[src/sprite_defines.svh]
`ifndef SPRITE_DEFINES_SVH
`define SPRITE_DEFINES_SVH

// screen geometry in pixels
`define SCREEN_W            320
`define SCREEN_HBLANK       80

// line timing, four cycles per pixel
`define LINE_CYCLE_PARAM    20
`define LINE_CYCLE_VISIBLE  (`LINE_CYCLE_PARAM + `SCREEN_W * 4)
`define LINE_CYCLE_MAX      (`LINE_CYCLE_PARAM + (`SCREEN_W + `SCREEN_HBLANK) * 4)

`define SPRITE_COUNT        128
`define PARAM_WORDS         2
`define HW_TILE             8

`define SP_IDX_W            7
`define PARAM_ADDR_W        8
`define TILE_ADDR_W         22
`define TILE_BANK_W         4
`define TILE_OFS_W          18
`define PAL_ADDR_W          10
`define PAL_BANK_W          2
`define LINE_ADDR_W         9
`define LINE_CYCLE_W        11

`endif

[src/sprite_pkg.sv]
package sprite_pkg;

  // line phases of the sprite sequencer
  typedef enum logic [2:0] {
    ST_INIT,
    ST_FETCH,
    ST_DRAW,
    ST_IDLE,
    ST_WAIT
  } sp_state_t;

  // argb, alpha in the top byte
  typedef logic [31:0] color_t;

  // 0..3 map to edges of 8, 16, 32, 64
  typedef logic [1:0] tile_size_t;

  typedef logic [7:0] pal_idx_t;

  // sprite edge in pixels
  function automatic logic [6:0] tile_dim(input tile_size_t size);
    logic [6:0] dim;
    case (size)
      2'd0: dim = 7'd8;
      2'd1: dim = 7'd16;
      2'd2: dim = 7'd32;
      default: dim = 7'd64;
    endcase
    return dim;
  endfunction

endpackage

[src/sprite_sequencer.sv]
`timescale 1ns/1ps
`include "sprite_defines.svh"

module sprite_sequencer
  import sprite_pkg::*;
(
  input  logic                      clk,
  input  logic                      rst_n,
  input  logic [`LINE_CYCLE_W-1:0]  line_cycle,
  input  logic                      fetch_done,
  input  logic                      hit,
  input  logic                      draw_done,
  output logic                      line_init,
  output logic                      fetch_start,
  output logic                      draw_start,
  output logic [`SP_IDX_W-1:0]      sp_idx
);

  sp_state_t state;
  logic      sprite_end;
  logic      last_idx;

  // current sprite finished, either missed or fully drawn
  assign sprite_end = (state == ST_FETCH && fetch_done && !hit) ||
                      (state == ST_DRAW && draw_done);
  assign last_idx   = (sp_idx == `SP_IDX_W'(`SPRITE_COUNT - 1));

  assign line_init  = (state == ST_INIT);

  always_ff @(posedge clk) begin
    if (!rst_n) begin
      state       <= ST_WAIT;
      sp_idx      <= '0;
      fetch_start <= 1'b0;
      draw_start  <= 1'b0;
    end else begin
      fetch_start <= 1'b0;
      draw_start  <= 1'b0;
      if (line_cycle < `LINE_CYCLE_PARAM) begin
        state  <= ST_INIT;
        sp_idx <= '0;
      end else if (line_cycle < `LINE_CYCLE_VISIBLE) begin
        if (state == ST_INIT) begin
          state       <= ST_FETCH;
          fetch_start <= 1'b1;
        end else if (state == ST_FETCH && fetch_done && hit) begin
          state      <= ST_DRAW;
          draw_start <= 1'b1;
        end else if (sprite_end) begin
          if (last_idx) begin
            state <= ST_IDLE;
          end else begin
            state       <= ST_FETCH;
            sp_idx      <= sp_idx + 1'b1;
            fetch_start <= 1'b1;
          end
        end
      end else begin
        // window closed, drop any remaining sprites
        state  <= ST_WAIT;
        sp_idx <= '0;
      end
    end
  end

endmodule

[src/sprite_attr_fetch.sv]
`timescale 1ns/1ps
`include "sprite_defines.svh"

module sprite_attr_fetch
  import sprite_pkg::*;
(
  input  logic                      clk,
  input  logic                      rst_n,
  input  logic                      fetch_start,
  input  logic [`SP_IDX_W-1:0]      sp_idx,
  input  logic [7:0]                y,
  input  logic [31:0]               param_data,
  output logic                      param_en,
  output logic [`PARAM_ADDR_W-1:0]  param_addr,
  output logic                      fetch_done,
  output logic                      hit,
  output logic [31:0]               word0,
  output logic [31:0]               word1
);

  logic       ph1;
  logic       ph2;
  logic       hit_now;
  logic [7:0] sy;
  logic [8:0] sy_end;

  // word 0 arrives on the bus in ph1
  assign sy      = param_data[7:0];
  assign sy_end  = {1'b0, sy} + 9'(tile_dim(tile_size_t'(param_data[25:24])));
  assign hit_now = param_data[31] && (y >= sy) && ({1'b0, y} < sy_end);

  // word 0 on the start cycle, word 1 right after a hit
  assign param_en   = fetch_start | (ph1 & hit_now);
  assign param_addr = `PARAM_ADDR_W'(sp_idx * `PARAM_WORDS) + `PARAM_ADDR_W'(ph1);

  always_ff @(posedge clk) begin
    if (!rst_n) begin
      ph1        <= 1'b0;
      ph2        <= 1'b0;
      fetch_done <= 1'b0;
      hit        <= 1'b0;
    end else begin
      ph1        <= fetch_start;
      ph2        <= ph1 & hit_now;
      fetch_done <= (ph1 & ~hit_now) | ph2;
      if (ph1) begin
        hit <= hit_now;
      end
    end
  end

  always_ff @(posedge clk) begin
    if (ph1) begin
      word0 <= param_data;
    end
    if (ph2) begin
      word1 <= param_data;
    end
  end

endmodule

[src/sprite_pixel_pipe.sv]
`timescale 1ns/1ps
`include "sprite_defines.svh"

module sprite_pixel_pipe
  import sprite_pkg::*;
(
  input  logic                      clk,
  input  logic                      rst_n,
  input  logic                      draw_start,
  input  logic [7:0]                y,
  input  logic [31:0]               word0,
  input  logic [31:0]               word1,
  input  pal_idx_t                  tile_data,
  input  color_t                    pal_data,
  output logic                      tile_en,
  output logic [`TILE_ADDR_W-1:0]   tile_addr,
  output logic                      pal_en,
  output logic [`PAL_ADDR_W-1:0]    pal_addr,
  output logic                      draw_done,
  output logic                      px_valid,
  output logic [`LINE_ADDR_W-1:0]   px_x,
  output color_t                    px_color,
  output logic                      px_opaque_ok
);

  localparam int HW_BITS = $clog2(`HW_TILE);
  localparam int IDX_W   = `TILE_OFS_W - 2 * HW_BITS;

  // attribute fields
  logic [6:0]                 tw;
  logic [`LINE_ADDR_W-1:0]    sp_x;
  logic [7:0]                 sp_y;
  logic [`TILE_BANK_W-1:0]    tile_bank;
  logic [IDX_W-1:0]           tile_idx;
  logic                       pal_mode;
  logic [`PAL_BANK_W-1:0]     pal_bank;
  logic [3:0]                 pal_no;

  // stage 0, tile read
  logic                       active;
  logic [6:0]                 objx;
  logic [7:0]                 objy;
  logic                       last0;
  logic [`LINE_ADDR_W-1:0]    scr_x;
  logic [IDX_W-1:0]           tile_num;

  // stage 1, palette and line buffer read
  logic                       valid1;
  logic                       last1;
  logic [`LINE_ADDR_W-1:0]    x1;
  logic                       ok1;

  assign tw        = tile_dim(tile_size_t'(word0[25:24]));
  assign sp_x      = word0[16:8];
  assign sp_y      = word0[7:0];
  assign tile_bank = word1[31:28];
  assign tile_idx  = word1[27:16];
  assign pal_mode  = word1[6];
  assign pal_bank  = word1[5:4];
  assign pal_no    = word1[3:0];

  assign objy  = y - sp_y;
  assign last0 = active && (objx == tw - 7'd1);
  // wraps at 512
  assign scr_x = sp_x + `LINE_ADDR_W'(objx);

  // tiles are stored row major, 8x8 pixels each
  assign tile_num  = tile_idx + IDX_W'(objx / `HW_TILE) +
                     IDX_W'(objy / `HW_TILE) * IDX_W'(tw / `HW_TILE);
  assign tile_en   = active;
  assign tile_addr = {tile_bank, tile_num, HW_BITS'(objy % `HW_TILE),
                      HW_BITS'(objx % `HW_TILE)};

  always_ff @(posedge clk) begin
    if (!rst_n) begin
      active <= 1'b0;
      objx   <= '0;
    end else if (draw_start) begin
      active <= 1'b1;
      objx   <= '0;
    end else if (active) begin
      if (last0) begin
        active <= 1'b0;
      end else begin
        objx <= objx + 7'd1;
      end
    end
  end

  always_ff @(posedge clk) begin
    if (!rst_n) begin
      valid1    <= 1'b0;
      last1     <= 1'b0;
      draw_done <= 1'b0;
    end else begin
      valid1    <= active;
      last1     <= last0;
      draw_done <= valid1 & last1;
    end
  end

  always_ff @(posedge clk) begin
    x1  <= scr_x;
    ok1 <= (scr_x < `SCREEN_W);
  end

  // 16-color mode picks a sub-palette by number
  assign pal_en   = valid1;
  assign pal_addr = pal_mode ? {pal_bank, pal_no, tile_data[3:0]} : {pal_bank, tile_data};

  assign px_valid     = valid1;
  assign px_x         = x1;
  assign px_opaque_ok = ok1;
  // arrives one cycle after px_valid
  assign px_color     = pal_data;

endmodule

[src/sprite_blend.sv]
`timescale 1ns/1ps
`include "sprite_defines.svh"

module sprite_blend
  import sprite_pkg::*;
(
  input  logic                      clk,
  input  logic                      rst_n,
  input  logic [7:0]                y,
  input  logic                      px_valid,
  input  logic [`LINE_ADDR_W-1:0]   px_x,
  input  logic                      px_opaque_ok,
  input  color_t                    px_color,
  input  color_t                    line_dout,
  output logic                      line_bank,
  output logic                      line_re,
  output logic [`LINE_ADDR_W-1:0]   line_raddr,
  output logic                      line_we,
  output logic [`LINE_ADDR_W-1:0]   line_waddr,
  output color_t                    line_din
);

  logic                     wr_valid;
  logic [`LINE_ADDR_W-1:0]  wr_addr;

  // src over dst with source alpha
  function automatic color_t blend_px(input color_t dst, input color_t src);
    color_t      res;
    logic [7:0]  a;
    logic [15:0] mix;
    logic [8:0]  asum;
    a   = src[31:24];
    res = dst;
    if (a == 8'hff) begin
      res = src;
    end else if (a != 8'h00) begin
      for (int i = 0; i < 3; i++) begin
        mix = dst[i*8 +: 8] * (8'd255 - a) + src[i*8 +: 8] * a;
        res[i*8 +: 8] = mix[15:8];
      end
      asum = dst[31:24] + a;
      res[31:24] = asum[8:1];
    end
    return res;
  endfunction

  // even lines in bank 0, odd in bank 1
  assign line_bank  = y[0];

  assign line_re    = px_valid & px_opaque_ok;
  assign line_raddr = px_x;

  always_ff @(posedge clk) begin
    if (!rst_n) begin
      wr_valid <= 1'b0;
    end else begin
      wr_valid <= px_valid & px_opaque_ok;
    end
  end

  always_ff @(posedge clk) begin
    wr_addr <= px_x;
  end

  assign line_we    = wr_valid;
  assign line_waddr = wr_addr;
  assign line_din   = blend_px(line_dout, px_color);

endmodule

[src/sprite_engine.sv]
`timescale 1ns/1ps
`include "sprite_defines.svh"

module sprite_engine
  import sprite_pkg::*;
(
  input  logic                        clk,
  input  logic                        rst_n,
  input  logic [`LINE_CYCLE_W-1:0]    line_cycle,
  input  logic [7:0]                  y,
  input  logic [31:0]                 param_data,
  input  pal_idx_t                    tile_data,
  input  color_t                      pal_data,
  input  color_t                      line_dout,
  output logic                        line_init,
  output logic                        param_en,
  output logic [`PARAM_ADDR_W-1:0]    param_addr,
  output logic                        tile_en,
  output logic [`TILE_ADDR_W-1:0]     tile_addr,
  output logic                        pal_en,
  output logic [`PAL_ADDR_W-1:0]      pal_addr,
  output logic                        line_bank,
  output logic                        line_re,
  output logic [`LINE_ADDR_W-1:0]     line_raddr,
  output logic                        line_we,
  output logic [`LINE_ADDR_W-1:0]     line_waddr,
  output color_t                      line_din
);

  // sequencer <-> attribute fetch
  logic                   fetch_start;
  logic                   fetch_done;
  logic                   hit;
  logic [`SP_IDX_W-1:0]   sp_idx;
  logic [31:0]            word0;
  logic [31:0]            word1;

  // sequencer <-> pixel pipe
  logic                   draw_start;
  logic                   draw_done;

  // pixel pipe -> blender
  logic                   px_valid;
  logic [`LINE_ADDR_W-1:0] px_x;
  color_t                 px_color;
  logic                   px_opaque_ok;

  sprite_sequencer u_seq (.*);

  sprite_attr_fetch u_fetch (.*);

  sprite_pixel_pipe u_pipe (.*);

  sprite_blend u_blend (.*);

endmodule

[config.mk]
export PLATFORM = sky130hd
export DESIGN_NAME = sprite_engine
export DESIGN_NICKNAME = d
export VERILOG_FILES = /design/src/sprite_pkg.sv /design/src/sprite_sequencer.sv /design/src/sprite_attr_fetch.sv /design/src/sprite_pixel_pipe.sv /design/src/sprite_blend.sv /design/src/sprite_engine.sv
export VERILOG_INCLUDE_DIRS = /design/src
export SDC_FILE = /design/constraint.sdc
export NUM_CORES = 1
export LEC_CHECK = 0
export BUFFER_PORTS_ARGS = -buffer_cell sky130_fd_sc_hd__buf_2
export CORE_ASPECT_RATIO = 1.5
export CORE_MARGIN = 8
export CORE_UTILIZATION = 45
export CTS_CLUSTER_SIZE = 40
export DETAILED_ROUTE_END_ITERATION = 6
export PLACE_DENSITY_LB_ADDON = 0.25
export SYNTH_ARGS = -nofsm -noshare
export SYNTH_HDL_FRONTEND = slang
export SYNTH_SLANG_ARGS = --single-unit
export TNS_END_PERCENT = 1
[constraint.sdc]
create_clock -name clk -period 11.11 [get_ports clk]
set_input_delay 2.222 -clock clk [delete_from_list [all_inputs] [get_ports clk]]
set_output_delay 2.222 -clock clk [all_outputs]
set_load 0.05 [all_outputs]
* Word-level counts from Yosys, hierarchy flattened
Index checks and enable logic that the tools add are counted.
Word-level totals: flip-flop bits (word level) 105, bits in latches 0, memory bits (writable) 0, ROM bits 0, bits of input ports 125, output and inout bits 97, logic and storage cells 109, memories kept 0
Cells by class: add/sub/neg operators 14, $mul 7, div/mod/pow operators 0, magnitude comparators 5, eq/ne operators 10, shift-type cells 0, multiplexer cells 19, bitwise operators 13, reduce and logical (&&, ||, !) cells 20
Operators by type and width (number):
- $mux W32 | 2
- $add A16 B16 Y16 | 3
- $mul A8 B16 Y16 | 3
- $mul A8 B8 Y16 | 3
- $pmux W7 S3 | 2
- $mux W3 | 5
- $add A7 B1 Y7 const B | 2
- $add A12 B12 Y12 | 1
- $add A12 B4 Y12 | 1
- $lt A11 B11 Y1 const B | 1
- $lt A11 B5 Y1 const B | 1
- $add A8 B7 Y9 | 1
- $add A8 B8 Y9 | 1
- $add A9 B7 Y9 | 1
- $lt A8 B9 Y1 | 1
- $lt A9 B9 Y1 const B | 1
- $mul A5 B4 Y9 | 1
- $sub A8 B8 Y9 const A | 1
- $add A8 B1 Y8 | 1
- $eq A8 B8 Y1 const B | 1
- $ge A8 B8 Y1 | 1
- $mux W1 | 8
- $mux W8 | 1
- $reduce_bool A8 Y1 | 1
- other kinds (25) | 44

* Longest topological paths before layout
depth in word-level cells 9, mapped depth 27, depth with buffers taken out 27

* Modules after synthesis
Synthesis repeated with hierarchy kept, for this count alone.
Second synthesis, totals: cell total of the unflattened synthesis 2167, area, all modules 20076.8 um^2
Modules (own cells, without submodules):
- sprite_blend | instances 1, cells an instance 1577, area an instance 13788.2 um^2, seq. area each 200.2 um^2
- sprite_pixel_pipe | instances 1, cells an instance 367, area an instance 3035.4 um^2, seq. area each 420.4 um^2
- sprite_attr_fetch | instances 1, cells an instance 151, area an instance 2638.8 um^2, seq. area each 2001.9 um^2
- sprite_sequencer | instances 1, cells an instance 72, area an instance 614.3 um^2, seq. area each 240.2 um^2

* Worst setup path after synthesis
No wires, ideal clock.
path kind input -> output, start point in pal_data[26], end point out line_din[13], arrival 8413 ps, data required time 8888 ps, path slack 475 ps, stages 18, path buffers 2, cells stage by stage clkbuf_1 > buf_1 > nand2_1 > fa_1 > inv_1 > fa_1 > fa_1 > fa_1 > fa_1 > inv_1 > fa_1 > inv_1 > ha_1 > and2_1 > a22o_4 > a311o_1 > a21o_2 > a211oi_1
On the way: cells in the longest elaborated chain, start to end 5, elaborated cells on any way between the ends 8, classes of those cells add/sub: 2; mul: 2; eq/ne: 1; mux: 2; reduce/logical: 1
Ends and longest elaborated chain:
- from (decl) | RTL line sprite_engine.sv:13 | input color_t pal_data,
- $sub A8 B8 Y9 | RTL line sprite_blend.sv:38 | mix = dst[i*8 +: 8] * (8'd255 - a) + src[i*8 +: 8] * a;
- $mul A8 B16 Y16 | RTL line sprite_blend.sv:38
- $add A16 B16 Y16 | RTL line sprite_blend.sv:38
- $mux W32 | RTL line sprite_blend.sv:36 | end else if (a != 8'h00) begin
- $mux W32 (*) | RTL line sprite_blend.sv:34 | if (a == 8'hff) begin
- to (decl) | RTL line sprite_engine.sv:27 | output color_t line_din
Every way passes the cells marked *; elsewhere a longest branch is shown, timed or not.

* Final worst setup path
start point in pal_data[28], end point out line_din[21]
The elaborated chain is that of the path after synthesis.

==> results.py <==
metrics = {
    "yosys": {
        "synth_area_mm2": 0.0187,
        "yosys_warnings": 0,
        "syn_nets": 2711,
        "ys_ff_latch": 89,
        "netlist_instances": 2039,
        "synth_edf_count": 42,
        "async_reset_ff_frac": 0,
        "syn_area_per_cell_um2": 9.17,
        "ys_types": 77,
        "synthFlopType": "dfxtp_1",
        "seq_area_frac_synth": 0.118,
    },
    "setup_path": {
        "critPathMaxStageDelay_ns": 0.53,
        "crit_type": "input port to output pin",
        "crit_fanout": 24,
        "critPathSlowestCell": "fa_1",
        "critPathLaunchType": "input port",
        "critical_path_arrival_ns": 8.35,
        "timing.critical_path.cells": "buf_2 > buf_4 > nor2b_1 > fa_1 > inv_1 > fa_1 > fa_1 > inv_1 > fa_1 > fa_1 > inv_1 > fa_1 > inv_1 > ha_1 > nand2_1 > a2bb2oi_1 > a21oi_1 > o31a_1 > o211a_1 > nor3_1 > buf_2",
        "cp_top_family": "adder cells",
        "crit_required_ns": 8.89,
        "cp_num_buf_inv": 7,
        "critical_path.most_common_cell": "fa_1",
        "cp-end-kind": "output pin",
    },
    "floorplanning": {
        "die_w_um": 182,
        "start_util": 0.455,
        "io_pins": 222,
        "die_h_um": 266,
        "die-area_mm2": 0.0485,
        "core_area_mm2": 0.0411,
        "rows": 91,
    },
    "layout": {
        "final_nets": 2879,
        "final_common_cell": "inv_1",
        "layout_common_cells": "inv_1, fa_1, ha_1, buf_2, and2_1",
        "num-fill-cells": 3895,
        "synthToLayoutAreaGrowth_pct": 10.4,
        "final_layout_size_suffix_gt1_frac": 0.127,
    },
    "drt": {
        "drc": 0,
        "wire_per_inst_um": 17.2,
        "vias": 14351,
        "routed_wl_um": 47800,
        "viasPerCell": 5.18,
        "dr.pass1.iters": 5,
        "drt_iter0_drc": 559,
        "ant_nets": 0,
    },
    "timing": {
        "slew_viol_final": 0,
        "hold_viol": 0,
        "finalCritPeriodShare": 0.952,
        "min_period_ns": 10.57,
        "maxSlewHeadroom": 0.227,
        "fmax_ghz": 0.0946,
        "rsz0062_at_grt": "false",
        "finalSetupViolCount": 0,
        "fin_skew_ns": 0.00566,
        "setup_tns_ns": 0,
        "worst_slew_pin_slew_ns": 1.16,
    },
    "clocking": {
        "cts_made_buffers": 9,
        "clk_latency_ns": 0.35,
        "cts_hold_buf": 0,
        "htreeDepth": 3,
        "cts_setup_buffers": 0,
        "cts_sinks": 89,
        "clk_pin_slew_ns": 0.06,
        "cts_tree": "built",
        "post_cts_resized": 0,
        "cts-root-buf": "clkbuf_16",
        "clk_path_buf_depth": 2,
    },
    "grt": {
        "grt_pass1_vias": 16145,
        "grt_max_degree": 52,
        "grt_pass1_wl_um": 79000,
        "grt_usage": 0.205,
        "overflow": 0,
        "antenna_found_initial": 5,
    },
    "min_path": {
        "hold_class": "register to register",
    },
    "placement": {
        "port_buffers": 211,
        "hpwl_um": 39300,
        "place.gp.congestion": 0.833,
    },
    "run": {
        "cap_viol_max_count": 0,
    },
    "run_status": {
        "status": "completed",
    },
}
final cells by class:
type | instances | area, um^2 | area share
clock inverters | 5 | 60.1 | 0.00291
well taps | 558 | 698 | 0.0338
inverters | 451 | 1690 | 0.0820
clock buffers | 11 | 254 | 0.0123
diodes | 2 | 5.00 | 0.000242
flip-flops and latches | 89 | 2200 | 0.107
multi-input cells | 1422 | 14400 | 0.700
repair buffers | 234 | 1290 | 0.0625
routing by layer:
| metal | wire [um] | global-route usage | part of all wire |
|---|---|---|---|
| met1 | 17400 | 0.210 | 0.36 |
| met4 | 2040 | 0.0882 | 0.043 |
| met5 | 44 | 0 | 0.00092 |
| met2 | 26000 | 0.401 | 0.54 |
| met3 | 2270 | 0.0310 | 0.047 |
flip-flops by register name (all words and copies together), names as in the netlist:
signal and flops:
u_fetch.word0 19, u_pipe.draw_done 1, u_pipe.last1 1, u_pipe.px_x 9
u_blend.line_we 1, u_fetch.fetch_done 1, u_pipe.objx 7, u_blend.line_waddr 9
u_seq.sp_idx 7, u_seq.fetch_start 1, u_pipe.px_opaque_ok 1, u_pipe.tile_en 1
u_seq.state 3, u_pipe.pal_en 1, u_seq.draw_start 1, u_fetch.hit 1
u_fetch.ph2 1, u_fetch.word1 23, u_fetch.ph1 1
final timing paths:
check                           slack, ns  cells after the start                     to           start
worst max-delay path                 0.54                     21           line_din[21]    pal_data[28]
worst min-delay path                 0.35                      0  u_blend.line_waddr[3]  u_pipe.px_x[3]
worst max register to register       8.92                      9    u_pipe.px_opaque_ok  u_pipe.objx[0]
worst min register to register       0.35                      0  u_blend.line_waddr[3]  u_pipe.px_x[3]
metrics by stage:
step                cell area (um^2)  hold WS, ns  instances  setup WS (ns)  utilization
finish                         20600        0.346       2772          0.537        0.502
global route                   20600        0.360       2771          0.345        0.502
CTS                            20600        0.348       2770          0.566        0.502
detailed placement             20300        0.333       2754          0.578        0.495
global placement               20300        0.331       2754          0.645        0.495
floorplan                      18700        0.437       2039          0.475            -
kinds of logic after synthesis:
family | count (synthesis) | share of synthesized area
AND/OR/NAND/NOR | 599 | 0.176
adder cells (fa/ha/maj) | 547 | 0.486
buffers and inverters | 528 | 0.110
AO/OA/AOI/OAI | 210 | 0.0780
flip-flops | 89 | 0.118
XOR/XNOR | 60 | 0.0281
multiplexers | 6 | 0.00348
cells in the mapped netlist, drive strengths merged, types with 4 or more instances:
master	n	area share
o22ai	14	0.0050
fa	300	0.32
dfxtp	47	0.050
or3	10	0.0034
mux2	4	0.0024
nor2	63	0.013
nor3	17	0.0045
nor4	6	0.0020
xnor2	42	0.020
buf	31	0.010
and3	14	0.0047
xor2	18	0.0084
o21ai	33	0.0090
a21o	20	0.0082
o311ai	4	0.0019
a22oi	6	0.0024
nand2	120	0.024
o21a	10	0.0040
nand2b	95	0.032
nor2b	114	0.038
a22o	4	0.0023
a21oi	59	0.016
inv	451	0.091
a211oi	8	0.0039
a311oi	4	0.0019
ha	247	0.17
edfxtp	42	0.067
nand3	10	0.0027
or2	6	0.0020
nand4	5	0.0017
a311o	6	0.0033
and2	125	0.042
o211ai	8	0.0032
clkbuf	46	0.0092
Power is left out: the tool's default activity adds up to more than one toggle a clock period on the data nets, which glitch-free logic cannot reach.
